## src/hdl/cpu_settings.svh

```systemverilog
////////////////////////////////////////
// Width and depth macros for the CPU
////////////////////////////////////////

`ifndef CPU_SETTINGS_SVH
`define CPU_SETTINGS_SVH

// Bus and register width
`define CPU_DATA_W 8

// Operand and address width, lower nibble of an instruction
`define CPU_ADDR_W 4

// Number of RAM bytes
`define CPU_RAM_DEPTH 16

`endif

```

## src/hdl/cpu_pkg.sv

```systemverilog
////////////////////////////////////////
// Opcodes, sequencer states, control word
////////////////////////////////////////

package cpu_pkg;

    // Upper nibble of an instruction byte
    typedef enum logic [3:0] {
        OP_NOP = 4'd0,
        OP_LDA = 4'd1,
        OP_ADD = 4'd2,
        OP_SUB = 4'd3,
        OP_STA = 4'd4,
        OP_LDI = 4'd5,
        OP_JMP = 4'd6,
        OP_JC  = 4'd7,
        OP_JZ  = 4'd8,
        OP_OUT = 4'd14,
        OP_HLT = 4'd15
    } opcode_t;   // Other codes fall through as NOP

    typedef enum logic [3:0] {
        S_LOAD_IDLE,   // Waiting for a host byte or for run
        S_LOAD_WRITE,  // Host byte goes into RAM
        S_LOAD_ACK,    // Ack held until req drops
        S_FETCH_ADDR,
        S_FETCH_READ,
        S_EXEC1,
        S_EXEC2,
        S_EXEC3,
        S_HALT
    } seq_state_t;

    // Single driver of the internal bus
    typedef enum logic [2:0] {
        SRC_NONE,
        SRC_PC,
        SRC_RAM,
        SRC_IR_OPERAND,
        SRC_A,
        SRC_ALU,
        SRC_HOST
    } bus_src_t;

    typedef struct packed {
        bus_src_t bus_src;
        logic     pc_inc;
        logic     pc_load;
        logic     mar_load;
        logic     ram_write;
        logic     ir_load;
        logic     a_load;
        logic     b_load;
        logic     alu_sub;     // Subtract instead of add
        logic     flags_load;
        logic     out_load;
        logic     pc_clear;
    } ctrl_word_t;

endpackage

```

## src/hdl/cpu_ctrl_if.sv

```systemverilog
////////////////////////////////////////
// Control and status link, sequencer to datapath
////////////////////////////////////////

`timescale 1ns/100ps

interface cpu_ctrl_if import cpu_pkg::*; ();

    // Control word for the current cycle
    ctrl_word_t ctrl;

    // Decoded from the instruction register
    opcode_t opcode;

    // Registered ALU flags, only ADD and SUB move them
    logic carry;   // Carry out, or no borrow on SUB
    logic zero;    // Last ALU result was zero

    // Sequencer side
    modport seq (
        output ctrl,
        input  opcode,
        input  carry,
        input  zero
    );

    // Datapath side
    modport dp (
        input  ctrl,
        output opcode,
        output carry,
        output zero
    );

endinterface

```

## src/hdl/alu.sv

```systemverilog
////////////////////////////////////////
// Adder/subtractor with carry and zero flags
////////////////////////////////////////

`timescale 1ns/100ps

`include "cpu_settings.svh"

module alu (
    input  logic                  clk,
    input  logic                  rst,
    input  logic [`CPU_DATA_W-1:0] a,
    input  logic [`CPU_DATA_W-1:0] b,
    input  logic                  sub,         // 1 selects A-B
    input  logic                  flags_load,
    output logic [`CPU_DATA_W-1:0] result,
    output logic                  carry,
    output logic                  zero
);

    logic [`CPU_DATA_W-1:0] b_eff;
    logic [`CPU_DATA_W:0]   sum;  // One extra bit for the carry out

    // Two's complement subtract, carry out means no borrow
    assign b_eff  = sub ? ~b : b;
    assign sum    = {1'b0, a} + {1'b0, b_eff} + {{`CPU_DATA_W{1'b0}}, sub};
    assign result = sum[`CPU_DATA_W-1:0];

    always_ff @(posedge clk) begin
        if (rst) begin
            carry <= 1'b0;
            zero  <= 1'b0;
        end else if (flags_load) begin
            carry <= sum[`CPU_DATA_W];
            zero  <= (result == '0);
        end
    end

endmodule

```

## src/hdl/control_sequencer.sv

```systemverilog
////////////////////////////////////////
// Load handshake and fetch/execute FSM
////////////////////////////////////////

`timescale 1ns/100ps

module control_sequencer import cpu_pkg::*; (
    input  logic       clk,
    input  logic       rst,        // Synchronous, active high
    input  logic       prog_mode,  // High while the host loads RAM
    input  logic       prog_req,
    output logic       prog_ack,
    output logic       halted,
    output logic       out_valid,
    cpu_ctrl_if.seq    cif
);

    seq_state_t state;
    seq_state_t state_next;
    ctrl_word_t cw;

    assign cif.ctrl = cw;

    // Next state and control word
    always_comb begin
        cw         = '0;
        state_next = state;
        case (state)
            S_LOAD_IDLE: begin
                if (!prog_mode) begin
                    cw.pc_clear = 1'b1;        // Run starts at address 0
                    state_next  = S_FETCH_ADDR;
                end else begin
                    // PC doubles as the load address counter
                    cw.bus_src  = SRC_PC;
                    cw.mar_load = 1'b1;
                    if (prog_req) begin
                        state_next = S_LOAD_WRITE;
                    end
                end
            end
            S_LOAD_WRITE: begin
                cw.bus_src   = SRC_HOST;       // MAR already holds the load address
                cw.ram_write = 1'b1;
                state_next   = S_LOAD_ACK;
            end
            S_LOAD_ACK: begin
                if (!prog_req) begin           // Phase 4, next address
                    cw.pc_inc  = 1'b1;         // Wraps after 16 bytes
                    state_next = S_LOAD_IDLE;
                end
            end
            S_FETCH_ADDR: begin
                cw.bus_src  = SRC_PC;
                cw.mar_load = 1'b1;
                state_next  = S_FETCH_READ;
            end
            S_FETCH_READ: begin
                cw.bus_src = SRC_RAM;
                cw.ir_load = 1'b1;
                cw.pc_inc  = 1'b1;
                state_next = S_EXEC1;
            end
            S_EXEC1: begin
                state_next = S_EXEC2;
                case (cif.opcode)
                    OP_LDA, OP_ADD, OP_SUB, OP_STA: begin
                        cw.bus_src  = SRC_IR_OPERAND;  // Operand is a RAM address
                        cw.mar_load = 1'b1;
                    end
                    OP_LDI: begin
                        cw.bus_src = SRC_IR_OPERAND;
                        cw.a_load  = 1'b1;
                    end
                    OP_JMP: begin
                        cw.bus_src = SRC_IR_OPERAND;
                        cw.pc_load = 1'b1;
                    end
                    OP_JC: begin
                        cw.bus_src = SRC_IR_OPERAND;
                        cw.pc_load = cif.carry;
                    end
                    OP_JZ: begin
                        cw.bus_src = SRC_IR_OPERAND;
                        cw.pc_load = cif.zero;
                    end
                    OP_OUT: begin
                        cw.bus_src  = SRC_A;
                        cw.out_load = 1'b1;
                    end
                    OP_HLT: state_next = S_HALT;
                    default: ;                 // NOP and unused codes
                endcase
            end
            S_EXEC2: begin
                state_next = S_EXEC3;
                case (cif.opcode)
                    OP_LDA: begin
                        cw.bus_src = SRC_RAM;
                        cw.a_load  = 1'b1;
                    end
                    OP_ADD, OP_SUB: begin
                        cw.bus_src = SRC_RAM;  // Second operand into B
                        cw.b_load  = 1'b1;
                    end
                    OP_STA: begin
                        cw.bus_src   = SRC_A;
                        cw.ram_write = 1'b1;
                    end
                    default: ;
                endcase
            end
            S_EXEC3: begin
                state_next = S_FETCH_ADDR;
                if (cif.opcode == OP_ADD || cif.opcode == OP_SUB) begin
                    cw.bus_src    = SRC_ALU;
                    cw.alu_sub    = (cif.opcode == OP_SUB);
                    cw.a_load     = 1'b1;
                    cw.flags_load = 1'b1;
                end
            end
            S_HALT:  state_next = S_HALT;      // Left only through reset
            default: state_next = S_LOAD_IDLE;
        endcase
    end

    always_ff @(posedge clk) begin
        if (rst) begin
            state     <= S_LOAD_IDLE;
            prog_ack  <= 1'b0;
            halted    <= 1'b0;
            out_valid <= 1'b0;
        end else begin
            state     <= state_next;
            prog_ack  <= (state_next == S_LOAD_ACK);  // High for the whole ACK state
            halted    <= (state_next == S_HALT);
            out_valid <= (state == S_EXEC1) && (cif.opcode == OP_OUT); // Same edge as out reg
        end
    end

endmodule

```

## src/hdl/cpu_top.sv

```systemverilog
////////////////////////////////////////
// CPU top, sequencer plus datapath
////////////////////////////////////////

`timescale 1ns/100ps

`include "cpu_settings.svh"

module cpu_top (
    input  logic                   clk,
    input  logic                   rst,        // Synchronous, active high
    input  logic                   prog_mode,  // High to load, low to run
    input  logic                   prog_req,   // Host byte ready
    input  logic [`CPU_DATA_W-1:0] prog_data,
    output logic                   prog_ack,   // Byte taken
    output logic [`CPU_DATA_W-1:0] out_value,
    output logic                   out_valid,  // One cycle per OUT
    output logic                   halted      // Sticky until reset
);

    // Control word down, opcode and flags up
    cpu_ctrl_if cif ();

    control_sequencer u_seq (
        .clk       (clk),
        .rst       (rst),
        .prog_mode (prog_mode),
        .prog_req  (prog_req),
        .prog_ack  (prog_ack),
        .halted    (halted),
        .out_valid (out_valid),
        .cif       (cif.seq)
    );

    datapath u_dp (
        .clk       (clk),
        .rst       (rst),
        .prog_data (prog_data),
        .out_value (out_value),
        .cif       (cif.dp)
    );

endmodule

```

## src/hdl/datapath.sv

```systemverilog
////////////////////////////////////////
// Registers, RAM, ALU and bus multiplexer
////////////////////////////////////////

`timescale 1ns/100ps

`include "cpu_settings.svh"

module datapath import cpu_pkg::*; (
    input  logic                   clk,
    input  logic                   rst,
    input  logic [`CPU_DATA_W-1:0] prog_data,  // Host byte during loading
    output logic [`CPU_DATA_W-1:0] out_value,
    cpu_ctrl_if.dp                 cif
);

    localparam int PAD_W = `CPU_DATA_W - `CPU_ADDR_W;  // Zero fill for nibble sources

    logic [`CPU_ADDR_W-1:0] pc_q;
    logic [`CPU_ADDR_W-1:0] mar_q;
    logic [`CPU_DATA_W-1:0] ram_q [`CPU_RAM_DEPTH];
    logic [`CPU_DATA_W-1:0] ir_q;
    logic [`CPU_DATA_W-1:0] a_q;
    logic [`CPU_DATA_W-1:0] b_q;
    logic [`CPU_DATA_W-1:0] alu_result;
    logic [`CPU_DATA_W-1:0] ram_rd;
    logic [`CPU_DATA_W-1:0] bus;

    assign ram_rd     = ram_q[mar_q];                     // Asynchronous read
    assign cif.opcode = opcode_t'(ir_q[`CPU_DATA_W-1:`CPU_ADDR_W]);

    // One-driver bus
    always_comb begin
        case (cif.ctrl.bus_src)
            SRC_PC:         bus = {{PAD_W{1'b0}}, pc_q};
            SRC_RAM:        bus = ram_rd;
            SRC_IR_OPERAND: bus = {{PAD_W{1'b0}}, ir_q[`CPU_ADDR_W-1:0]};
            SRC_A:          bus = a_q;
            SRC_ALU:        bus = alu_result;
            SRC_HOST:       bus = prog_data;
            default:        bus = '0;                     // Idle bus reads as zero
        endcase
    end

    // Program counter, also the load address while programming
    always_ff @(posedge clk) begin
        if (rst || cif.ctrl.pc_clear) begin
            pc_q <= '0;
        end else if (cif.ctrl.pc_load) begin
            pc_q <= bus[`CPU_ADDR_W-1:0];                 // Jump target
        end else if (cif.ctrl.pc_inc) begin
            pc_q <= pc_q + 1'b1;
        end
    end

    always_ff @(posedge clk) begin
        if (rst) begin
            mar_q <= '0;
        end else if (cif.ctrl.mar_load) begin
            mar_q <= bus[`CPU_ADDR_W-1:0];
        end
    end

    // Program and data RAM
    always_ff @(posedge clk) begin
        if (cif.ctrl.ram_write) begin
            ram_q[mar_q] <= bus;
        end
    end

    // Instruction register, opcode in the upper nibble
    always_ff @(posedge clk) begin
        if (rst) begin
            ir_q <= '0;
        end else if (cif.ctrl.ir_load) begin
            ir_q <= bus;
        end
    end

    // Accumulator and B operand
    always_ff @(posedge clk) begin
        if (cif.ctrl.a_load) begin
            a_q <= bus;
        end
        if (cif.ctrl.b_load) begin
            b_q <= bus;
        end
    end

    always_ff @(posedge clk) begin
        if (rst) begin
            out_value <= '0;
        end else if (cif.ctrl.out_load) begin
            out_value <= bus;                             // Holds until the next OUT
        end
    end

    alu u_alu (
        .clk        (clk),
        .rst        (rst),
        .a          (a_q),
        .b          (b_q),
        .sub        (cif.ctrl.alu_sub),
        .flags_load (cif.ctrl.flags_load),
        .result     (alu_result),
        .carry      (cif.carry),
        .zero       (cif.zero)
    );

endmodule

```

## config.mk

```make
export PLATFORM = sky130hd
export DESIGN_NAME = cpu_top
export DESIGN_NICKNAME = d
export VERILOG_FILES = /design/src/hdl/cpu_pkg.sv /design/src/hdl/cpu_ctrl_if.sv /design/src/hdl/alu.sv /design/src/hdl/control_sequencer.sv /design/src/hdl/cpu_top.sv /design/src/hdl/datapath.sv
export VERILOG_INCLUDE_DIRS = /design/src /design/src/hdl
export SDC_FILE = /design/constraint.sdc
export NUM_CORES = 1
export LEC_CHECK = 0
export ABC_AREA = 0
export BUFFER_PORTS_ARGS = -buffer_cell sky130_fd_sc_hd__clkbuf_2
export CAP_MARGIN = 30
export CORE_ASPECT_RATIO = 1.1
export CORE_UTILIZATION = 40
export DETAILED_ROUTE_END_ITERATION = 8
export HOLD_SLACK_MARGIN = 0.02
export SYNTH_ARGS = -nofsm -noshare
export SYNTH_HDL_FRONTEND = slang
export SYNTH_SLANG_ARGS = --single-unit
```

## constraint.sdc

```tcl
create_clock -name clk -period 3.75 [get_ports clk]
set_clock_uncertainty 0.2 [all_clocks]
set_input_delay 0.375 -clock clk [delete_from_list [all_inputs] [get_ports clk]]
set_output_delay 0.375 -clock clk [all_outputs]
set_load 0.02 [all_outputs]
```

==> metrics.md, run 1 <==
| Metric | Value |
|---|---|
| Status | `complete, no violations` |
| Placed Cells | `810` |
| Clk pwr share | `0.372` |
| CP Launch Type | `flip-flop` |
| Count of final setup violators | `0` |
| Clock buffer depth | `2` |
| Final nets | `608` |
| Crit Path Max Fanout | `9` |
| Number of synthesis warnings | `0` |
| Crit. End Element | `flip-flop` |
| Drt initial violations | `398` |
| Switching Fraction | `0.271` |
| Final Worst Setup Slack | `185 ps` |
| H-tree depth | `4` |
| Chip width | `136 um` |
| Sequential-to-total area share from yosys stat | `0.645` |
| Clk_lat worst skew | `about 450 ps` |
| Min Tclk post-route | `3560 ps` |
| Final hold vios | `0` |
| IO Count | `23` |
| Via/cell ratio | `5.62` |
| Fmax | `281 MHz` |
| DRT Wirelength | `between 15000 and 20000 um` |
| Internal | `3.58 mW` |
| Kind of critical path | `flip-flop to flip-flop` |
| Post-synthesis net count | `541` |
| Peak VDD IR | `roughly 350 uV` |
| Tot GR Track Use | `0.192` |
| TritonRoute pass-1 iters | `5` |
| Via count | `about 4800` |
| Most frequent cells in the layout | `144 x edfxtp_1, 56 x nor2_1, 52 x buf_4, 37 x mux4_2, 36 x dfxtp_1` |
| Largest net degree at the start of global routing | `31` |
| Clk sink count | `181` |
| Core ar. | `~0.019 mm^2` |
| TritonCTS clock tree | `done` |
| Required @ worst endpoint | `3830 ps` |
| Max Cap Violations | `0` |
| Layout overhead on the synthesized area | `16.9%` |
| EDFF count, synth | `144` |
| First-pass GRT wire length | `27600 um` |
| Global route overflow | `0` |
| Final std cells w/o fill | `847` |
| Yosys top cell by area | `edfxtp_1` |
| Final ANT Viol Nets | `0` |
| Number of buffers added on ports | `22` |
| Commonest non-fill, non-tap cell in the layout | `edfxtp_1` |
| Root Buffer | `clkbuf_16` |
| DIE HEIGHT | `around 150 um` |
| Pre-CTS WS | `11.3 ps` |
| Slew Viols, Final | `0` |
| Starting Density | `0.410` |
| HPWL Detailed | `12300 um` |
| Die ar. | `0.0202 mm^2` |
| Layout cell share with drive strength beyond 1 | `0.285` |
| Worst min-delay path class | `primary input to flip-flop` |
| FILL cells | `1629` |
| Clock-pin slew on the worst setup and hold paths | `~80 ps` |
| Largest cells by area after synthesis | `edfxtp_1 55%, mux4_2 11%, dfxtp_1 9.4%` |
| Asr flop ratio synth | `0` |
| Primary FF master, synth | `edfxtp_1` |
| Flop pwr share | `0.482` |
| Leakage | `approximately 3.1 nW` |
| #FFs+latches synth | `between 150 and 200` |
| Initial antenna violation count | `0` |
| Crit path DAT | `3640 ps` |
| Logic pwr share | `0.146` |
| Pwr/cell area | `534 mW/mm^2` |
| GP Congestion | `0.838` |
| Post-layout util | `0.479` |
| CTS Buf Count | `17` |
| Drt wl/cell | `21.6 um` |
| N_diodes | `0` |
| Synthesized cell area | `approximately 0.0079 mm^2` |
| Period utilization | `0.951` |
| Post-synth cell types | `66` |
| DR DRC count | `0` |
| Mapped Cells | `520` |
| Psw | `approximately 1.3 mW` |
| Slew headroom | `0.431` |
| FF-to-FF setup slack | `around 190 ps` |
| Site row count | `53` |
| Vias in the first global route | `4723` |
| Area share of the largest cell type after synthesis | `0.550` |
| Slew @ Worst Pin | `846 ps` |
| Avg Inst Size Synth | `15.1 um^2` |
-- power by group through the flow --
stage	clock network (mW)	registers [mW]	logic [mW]
2_1_floorplan	0	2.38	0.469
3_3_place_gp	0	2.41	0.668
3_5_place_dp	0	2.42	0.686
4_1_cts	1.86	2.37	0.692
5_1_grt	1.94	2.37	0.770
6_report	1.83	2.37	0.714
-- cells in the mapped netlist (2+ instances only) --
| master | count |
|---|---|
| a211oi_1 | 14 |
| a211oi_2 | 2 |
| a21boi_4 | 3 |
| a21o_1 | 5 |
| a21oi_1 | 16 |
| a221oi_1 | 2 |
| a221oi_2 | 2 |
| a22oi_1 | 7 |
| a31oi_1 | 3 |
| and2_1 | 2 |
| and3_1 | 2 |
| buf_1 | 4 |
| buf_2 | 7 |
| buf_4 | 6 |
| buf_6 | 2 |
| clkbuf_1 | 7 |
| dfxtp_1 | 37 |
| edfxtp_1 | 144 |
| ha_1 | 8 |
| inv_1 | 14 |
| mux2i_1 | 6 |
| mux4_2 | 37 |
| nand2_1 | 26 |
| nand2b_1 | 5 |
| nand3_1 | 6 |
| nand4_1 | 2 |
| nand4b_1 | 3 |
| nor2_1 | 56 |
| nor2b_1 | 8 |
| nor3_1 | 15 |
| nor3b_1 | 3 |
| nor4_1 | 2 |
| o2111ai_1 | 3 |
| o21ai_0 | 6 |
| o221ai_1 | 4 |
| o31ai_1 | 4 |
| or2_2 | 3 |
| or3_1 | 3 |
| xnor2_1 | 10 |
| xor2_1 | 5 |
-- flip-flops by register name, summed over array words and instances (netlist names), named ones only --
| signal | count |
|---|---|
| u_seq.prog_ack | 1 |
| u_dp.u_alu.carry | 1 |
| u_seq.out_valid | 1 |
| u_dp.ir_q | 8 |
| u_dp.u_alu.zero | 1 |
| u_dp.ram_q | 128 |
| u_seq.halted | 1 |
| u_dp.a_q | 8 |
| u_dp.out_value | 8 |
| u_dp.pc_q | 4 |
| u_seq.state | 4 |
| u_dp.mar_q | 4 |
| u_dp.b_q | 8 |
-- area by class of cell --
type                            instances  area [um^2]  share of cell area
Clock buffer                           18          429              0.0467
Clock inverter                         14          173              0.0188
Inverter                               14         56.3             0.00613
Multi-Input combinational cell        299         2660               0.289
Sequential cell                       181         5070               0.551
Tap cell                              247          309              0.0336
Timing Repair Buffer                   74          500              0.0545
-- kinds of logic after synthesis --
group           count (synthesis)  share of synthesized area
simple gates                  145                     0.0939
flops                         181                      0.645
mux                            44                      0.115
fa+ha+maj                       9                     0.0153
buf+inv                        41                     0.0256
compound gates                 85                     0.0887
xor+xnor                       15                     0.0167
-- critical path, stage by stage (launching register included) --
cell	delay (ps)
dfxtp_1	310
or3b_1	430
nor2_1	180
nand2_2	130
nor2_1	130
a21oi_1	80
fa_1	450
nand2b_1	200
a211oi_2	240
buf_4	160
nor4_1	40
nor3_1	370
a22oi_2	180
buf_4	180
nand3_4	110
-- path summary, 6_finish.rpt --
check	startpoint	to	cells after the start
worst max-delay path	u_dp.ir_q[7]$_SDFFE_PP0P_	u_dp.ram_q[7][6]$_DFFE_PP_	14
worst min-delay path	prog_data[6]	u_dp.ram_q[13][6]$_DFFE_PP_	3
worst max register to register	u_dp.ir_q[7]$_SDFFE_PP0P_	u_dp.ram_q[7][6]$_DFFE_PP_	14
worst min register to register	u_dp.out_value[6]$_SDFFE_PP0P_	u_dp.out_value[6]$_SDFFE_PP0P_	2
-- layer usage --
metal | up-vias | global-route usage | routed length [um]
met3 | 33 | 0.0432 | 788
met4 | 0 | 0.0831 | 427
met2 | 123 | 0.317 | 9180
met5 | - | 0 | 0
li1 | 2177 | - | -
met1 | 2426 | 0.242 | 7890
-- timing repair --
item                       in CTS  in global routing
cloned                          0                  1
resized for setup               1                 11
pin swaps                       0                  1
setup endpoints to repair      14                108
hold buffers                    0                  0
setup buffers                   0                  4
-- per-stage QoR --
stage	hold slack [ps]	power [mW]	area, um^2	setup TNS, ps
floorplan	254	2.85	7860	0
global placement	242	3.08	8490	0
detailed placement	250	3.10	8490	0
CTS	217	4.92	9100	0
global route	212	5.08	9190	-259
finish	204	4.91	9190	0
Power figures use the tool's default switching activity.
==> run 2, diff against run 1 <==
Settings changed: PLACE_DENSITY set to 0.56.
==> run 2 against run 1 <==
Die area stayed put. Combinational power is 2% lower. Critical path depth is 2 lower. Critical endpoint is now u_dp.a_q[2]$_DFFE_PP_. Clock power hardly changed. Register-to-register slack hardly changed. Fmax is 0.37% higher. Largest cell class unchanged. Highest routed layer unchanged. Non-clock buffer count is 1 higher. Final cell count stayed put. Sequential power hardly changed.
==> metrics.md, run 2 (synthesis gave the netlist of run 1 again) <==
| Metric | Value |
|---|---|
| Status | `complete, no violations` |
| Max FFs per register | `128` |
| DIE HEIGHT | `approximately 150 um` |
| Layout overhead on the synthesized area | `16.6%` |
| Fin Setup TNS | `0 ps` |
| TritonRoute pass-1 iters | `4` |
| Fin area | `0.00917 mm^2` |
| Core ar. | `0.0192 mm^2` |
| CP peak stage delay | `roughly 400 ps` |
| Logic pwr share | `0.144` |
| Hold buffer count at CTS | `0` |
| Worst min-delay path class | `primary input to flip-flop` |
| Final nets | `608` |
| Cells on worst reg2reg path | `12` |
| Psw | `1.25 mW` |
| N_diodes | `0` |
| Crit Path Max Fanout | `18` |
| Max Cap Violations | `0` |
| Final hold vios | `0` |
| Starting Density | `0.410` |
| First-pass GRT wire length | `27600 um` |
| Final ANT Viol Nets | `0` |
| Post-layout util | `0.478` |
| Drt wl/cell | `21.3 um` |
| Clk_lat worst skew | `about 430 ps` |
| Most frequent cells in the layout | `144 x edfxtp_1, 56 x nor2_1, 52 x buf_4, 37 x mux4_2, 36 x dfxtp_1` |
| Clk sink count | `181` |
| GP Congestion | `~0.82` |
| Via count | `4654` |
| Slew headroom | `0.351` |
| CTS Buf Count | `17` |
| Crit path cell chain | `or3b_1 > nor2_1 > nand2_1 > xnor2_1 > inv_1 > fa_1 > xor2_1 > o221ai_1 > a221oi_2 > a21boi_4 > clkinvlp_4 > buf_12` |
| Hold path endpoint | `u_dp.out_value[5]$_SDFFE_PP0P_` |
| Crit. End Element | `flip-flop` |
| Crit path DAT | `3530 ps` |
| CP Launch Type | `flip-flop` |
| Switching Fraction | `0.258` |
| Leakage | `3.12 nW` |
| Number of buffers added on ports | `22` |
| Drt initial violations | `roughly 270` |
| Slew @ Worst Pin | `between 900 and 1000 ps` |
| RSZ-0062 raised after global routing | `false` |
| TritonCTS clock tree | `done` |
| Fmax | `~280 MHz` |
| Largest net degree at the start of global routing | `31` |
| Tot GR Track Use | `0.192` |
| FF-to-FF End | `u_dp.a_q[2]$_DFFE_PP_` |
| Vias in the first global route | `4722` |
| Initial antenna violation count | `0` |
| CP max-delay cell | `or3b_1` |
| Required @ worst endpoint | `3730 ps` |
| Commonest non-fill, non-tap cell in the layout | `edfxtp_1` |
| Peak VDD IR | `320 uV` |
| Die ar. | `0.0202 mm^2` |
| Count of final setup violators | `0` |
| DR DRC count | `0` |
| Layout cell share with drive strength beyond 1 | `0.280` |
| Min Tclk post-route | `3550 ps` |
| Final std cells w/o fill | `847` |
| Flop pwr share | `0.486` |
| Via/cell ratio | `~5.5` |
| IO Count | `23` |
| Clock buffer depth | `2` |
| Hold Path Stages | `3` |
| Chip width | `~140 um` |
| Kind of critical path | `flip-flop to flip-flop` |
| Clock-pin slew on the worst setup and hold paths | `70 ps` |
| Pwr/cell area | `531 mW/mm^2` |
| FF-to-FF setup slack | `around 200 ps` |
| HPWL Detailed | `about 12000 um` |
| DRT Wirelength | `~18000 um` |
| Largest Register | `u_dp.ram_q` |
| Root Buffer | `clkbuf_16` |
| H-tree depth | `4` |
| Site row count | `53` |
| Global route overflow | `0` |
| Worst r2r src | `u_dp.ir_q[7]$_SDFFE_PP0P_` |
| Internal | `3.61 mW` |
| Placed Cells | `~810` |
| Clk pwr share | `0.369` |
| Worst hold start | `prog_data[5]` |
| Slew Viols, Final | `0` |
| Post-DP Area | `roughly 0.0085 mm^2` |
| Period utilization | `0.947` |
## run 2: cell types whose count changed in the layout (fill, tap and decap cells not counted), moves of 2 or more
cell	before	now
nand2_2	3	0
inv_8	7	2
clkinv_4	0	3
clkinvlp_4	1	3
nand2_1	23	26
## run 2: what timing repair did
| item | CTS | global route |
|---|---|---|
| gates resized for setup | 0 | 5 |
| setup endpoints to repair | 0 | 72 |
| buffers inserted | 0 | 1 |
## run 2: layer usage
layer	part of all wire	track usage	wire length [um]	vias up
li1	-	-	-	2175
met1	0.44	0.248	7840	2337
met2	0.49	0.312	8840	108
met3	0.042	0.0333	751	34
met4	0.031	0.0910	562	0
met5	0	0	0	-
## run 2: worst max-delay path, delay by kind of cell, from the launching register on
| family | cells | cell delay [ps] |
|---|---|---|
| DFF | 1 | 310 |
| and+or+nand+nor | 3 | 720 |
| adders and majority gates | 1 | 400 |
| xor gates and xnor gates | 2 | 560 |
| AOI/OAI and AO/OA | 3 | 770 |
| buffers and inverters | 3 | 360 |
## run 2: how the worst max path moves through the flow
stage | end | start | cells past startpoint | slack, ps
final | u_dp.a_q[2]$_DFFE_PP_ | u_dp.ir_q[7]$_SDFFE_PP0P_ | 12 | 200
after global routing | u_dp.ram_q[15][6]$_DFFE_PP_ | u_dp.ir_q[7]$_SDFFE_PP0P_ | 12 | 10
after CTS | u_dp.ram_q[15][6]$_DFFE_PP_ | u_dp.ir_q[7]$_SDFFE_PP0P_ | 12 | 80
after detailed placement | u_dp.ram_q[6][6]$_DFFE_PP_ | u_dp.ir_q[7]$_SDFFE_PP0P_ | 12 | 130
after global placement | u_dp.ram_q[6][6]$_DFFE_PP_ | u_dp.ir_q[7]$_SDFFE_PP0P_ | 12 | 170
after floorplan | u_dp.a_q[6]$_DFFE_PP_ | u_dp.ir_q[7]$_SDFFE_PP0P_ | 13 | 40
## run 2: final cells by class
type	instances	area [um^2]
clock buffers	17	425
clock inverters	15	169
fillers	1651	10000
inverters	14	56.3
multi-input cells	298	2620
flip-flops and latches	181	5070
well taps	247	309
repair buffers	75	520
## run 2: power groups by stage
stage                     clock [mW]  sequential, mW  combinational [mW]
after floorplan                    0            2.38               0.469
after global placement             0            2.41               0.676
after detailed placement           0            2.41               0.692
after CTS                       1.83            2.37               0.694
after global routing            1.90            2.38               0.758
final                           1.80            2.37               0.702
## run 2: stage by stage
stage	hold slack, ps	setup slack [ps]	total power [mW]
6_report	233	198	4.86
2_1_floorplan	254	42.9	2.85
3_5_place_dp	257	128	3.11
4_1_cts	220	82.7	4.90
3_3_place_gp	245	174	3.09
5_1_grt	274	11.7	5.04
==> run 3, diff against run 2 <==
Settings changed: CORE_ASPECT_RATIO 1.1 to not set.
==> run 3 against run 2 <==
Worst hold slack improved by 19 ps. Wire length rose by 2.2%. Register-to-register slack barely moved. Power rose by 0.68%. Sequential share of layout area fell by 0.29 points. Sequential power barely moved. Combinational power rose by 1%. Utilization rose by 0.78 points. Fmax fell by 0.32%. Largest power group unchanged.
==> metrics.md, run 3 (synthesis gave the netlist of run 1 again) <==
| Metric | Value |
|---|---|
| Status | `complete, no violations` |
| Crit path cell chain | `or3b_1 > nor2_1 > nand2_1 > xnor2_2 > inv_1 > fa_1 > nand2b_1 > a211oi_1 > o311a_1 > nor3_2 > a22oi_2 > buf_4 > nand3_2` |
| Commonest non-fill, non-tap cell in the layout | `edfxtp_1` |
| Period utilization | `0.950` |
| DRT Wirelength | `18400 um` |
| Slew Viols, Final | `0` |
| Drt initial violations | `314` |
| Pwr/cell area | `532 mW/mm^2` |
| Pre-CTS WS | `between 30 and 40 ps` |
| FF-to-FF End | `u_dp.ram_q[11][6]$_DFFE_PP_` |
| Vias in the first global route | `approximately 4800` |
| Slew @ Worst Pin | `~970 ps` |
| GP Congestion | `0.791` |
| Kind of cell adding the most delay to the critical path | `simple AND/OR/NAND/NOR gates` |
| Crit path DAT | `3480 ps` |
| Final hold slack | `approximately 250 ps` |
| Fmax | `~280 MHz` |
| CP max-delay cell | `fa_1` |
| Final nets | `606` |
| Switching Fraction | `0.252` |
| Leakage | `3.13 nW` |
| Via count | `4704` |
| Count of final setup violators | `0` |
| Layout overhead on the synthesized area | `17.3%` |
| Clk pwr share | `0.372` |
| Worst r2r src | `u_dp.ir_q[7]$_SDFFE_PP0P_` |
| Crit. End Element | `flip-flop` |
| Site row count | `50` |
| Bufs and invs on worst path | `2` |
| Worst min-delay path class | `primary input to flip-flop` |
| Final ANT Viol Nets | `0` |
| Starting Density | `0.415` |
| DIE HEIGHT | `142 um` |
| Slew headroom | `0.349` |
| Flop pwr share | `0.483` |
| Final Power | `4.90 mW` |
| Tot GR Track Use | `0.194` |
| Clock-pin slew on the worst setup and hold paths | `around 70 ps` |
| CTS Buf Count | `17` |
| Chip width | `142 um` |
| Internal | `approximately 3.7 mW` |
| CP peak stage delay | `400 ps` |
| H-tree depth | `4` |
| Clock buffer depth | `2` |
| Required @ worst endpoint | `3660 ps` |
| Max FFs per register | `128` |
| Post-layout util | `0.486` |
| HPWL Detailed | `12400 um` |
| Drt wl/cell | `21.5 um` |
| FF-to-FF setup slack | `190 ps` |
| Global route overflow | `0` |
| Core ar. | `0.0190 mm^2` |
| CP Launch Type | `flip-flop` |
| Most frequent cells in the layout | `144 x edfxtp_1, 56 x nor2_1, 48 x buf_4, 37 x mux4_2, 36 x dfxtp_1` |
| Max Cap Violations | `0` |
| First-pass GRT wire length | `28100 um` |
| Root Buffer | `clkbuf_16` |
| Largest net degree at the start of global routing | `31` |
| Hold path endpoint | `u_seq.state[0]$_SDFF_PP0_` |
| Logic pwr share | `0.145` |
| Psw | `around 1.2 mW` |
| Kind of critical path | `flip-flop to flip-flop` |
| Clk sink count | `181` |
| Layout cell share with drive strength beyond 1 | `0.279` |
| Final Worst Setup Slack | `187 ps` |
| TritonCTS clock tree | `done` |
| DR DRC count | `0` |
| Initial antenna violation count | `0` |
| Min Tclk post-route | `3560 ps` |
| Worst hold start | `prog_req` |
| Cells on worst reg2reg path | `13` |
| Via/cell ratio | `5.50` |
| Final hold vios | `0` |
| Crit Path Max Fanout | `9` |
| TritonRoute pass-1 iters | `5` |
| Number of buffers added on ports | `22` |
| N_diodes | `0` |
| IO Count | `23` |
| Peak VDD IR | `329 uV` |
| Largest Register | `u_dp.ram_q` |
| Die ar. | `around 0.020 mm^2` |
| Clk_lat worst skew | `430 ps` |
| Hold Path Stages | `5` |
## run 3: cell count changes in the layout (fill, tap and decap cells not counted), sizes merged
| cell | previous run | this run |
|---|---|---|
| nand3 | 6 | 7 |
| buf | 53 | 50 |
| inv | 19 | 16 |
| bufinv | 2 | 3 |
## run 3: how the worst max path moves through the flow
stage                              startpoint                     endpoint  slack, ps  cells past startpoint
global placement    u_dp.ir_q[7]$_SDFFE_PP0P_  u_dp.ram_q[14][6]$_DFFE_PP_        100                     12
CTS                 u_dp.ir_q[7]$_SDFFE_PP0P_   u_dp.ram_q[4][6]$_DFFE_PP_          5                     14
detailed placement  u_dp.ir_q[7]$_SDFFE_PP0P_  u_dp.ram_q[14][6]$_DFFE_PP_         30                     14
floorplan           u_dp.ir_q[7]$_SDFFE_PP0P_        u_dp.a_q[6]$_DFFE_PP_         40                     13
finish              u_dp.ir_q[7]$_SDFFE_PP0P_  u_dp.ram_q[11][6]$_DFFE_PP_        190                     13
global route        u_dp.ir_q[7]$_SDFFE_PP0P_  u_dp.ram_q[13][6]$_DFFE_PP_        -30                     13
## run 3: power by group through the flow
stage	combinational, mW	clock (mW)	sequential, mW
after floorplan	0.469	0	2.38
after global placement	0.670	0	2.41
after detailed placement	0.686	0	2.41
after CTS	0.690	1.85	2.37
after global routing	0.770	1.93	2.37
final	0.709	1.82	2.37
## run 3: metrics by stage
step                cells  setup TNS (ps)  area (um^2)
floorplan             520               0         7860
global placement      821               0         8520
detailed placement    821               0         8520
CTS                   851               0         9120
global route          856            -297         9210
finish                856               0         9210
## run 3: worst register-to-register path, cell delays in order, from the launching register on
cell	delay, ps
dfxtp_1	310
or3b_1	390
nor2_1	180
nand2_1	180
xnor2_2	200
inv_1	70
fa_1	400
nand2b_1	180
a211oi_1	320
o311a_1	240
nor3_2	70
a22oi_2	130
buf_4	170
nand3_2	200
## run 3: cell type report
type	instances	area (um^2)
Timing Repair Buffer	72	510
Fill cell	1627	9740
Clock buffer	17	425
Inverter	14	56.3
Tap cell	260	325
Multi-Input combinational cell	299	2650
Sequential cell	181	5070
Clock inverter	13	176
## run 3: what timing repair did
| item | CTS | global route |
|---|---|---|
| endpoints found under the hold margin | 0 | 0 |
| gates resized for setup | 0 | 9 |
| setup buffers | 0 | 4 |
| hold buffers | 0 | 0 |
| endpoints found under the setup margin | 0 | 90 |
## run 3: routing by layer
layer  GRT usage  routed length (um)  up-vias
met1       0.239                7680     2403
met2       0.333                9380      107
met4      0.0736                 393        0
met5           0                   0        -
met3      0.0424                 949       23
li1            -                   -     2171
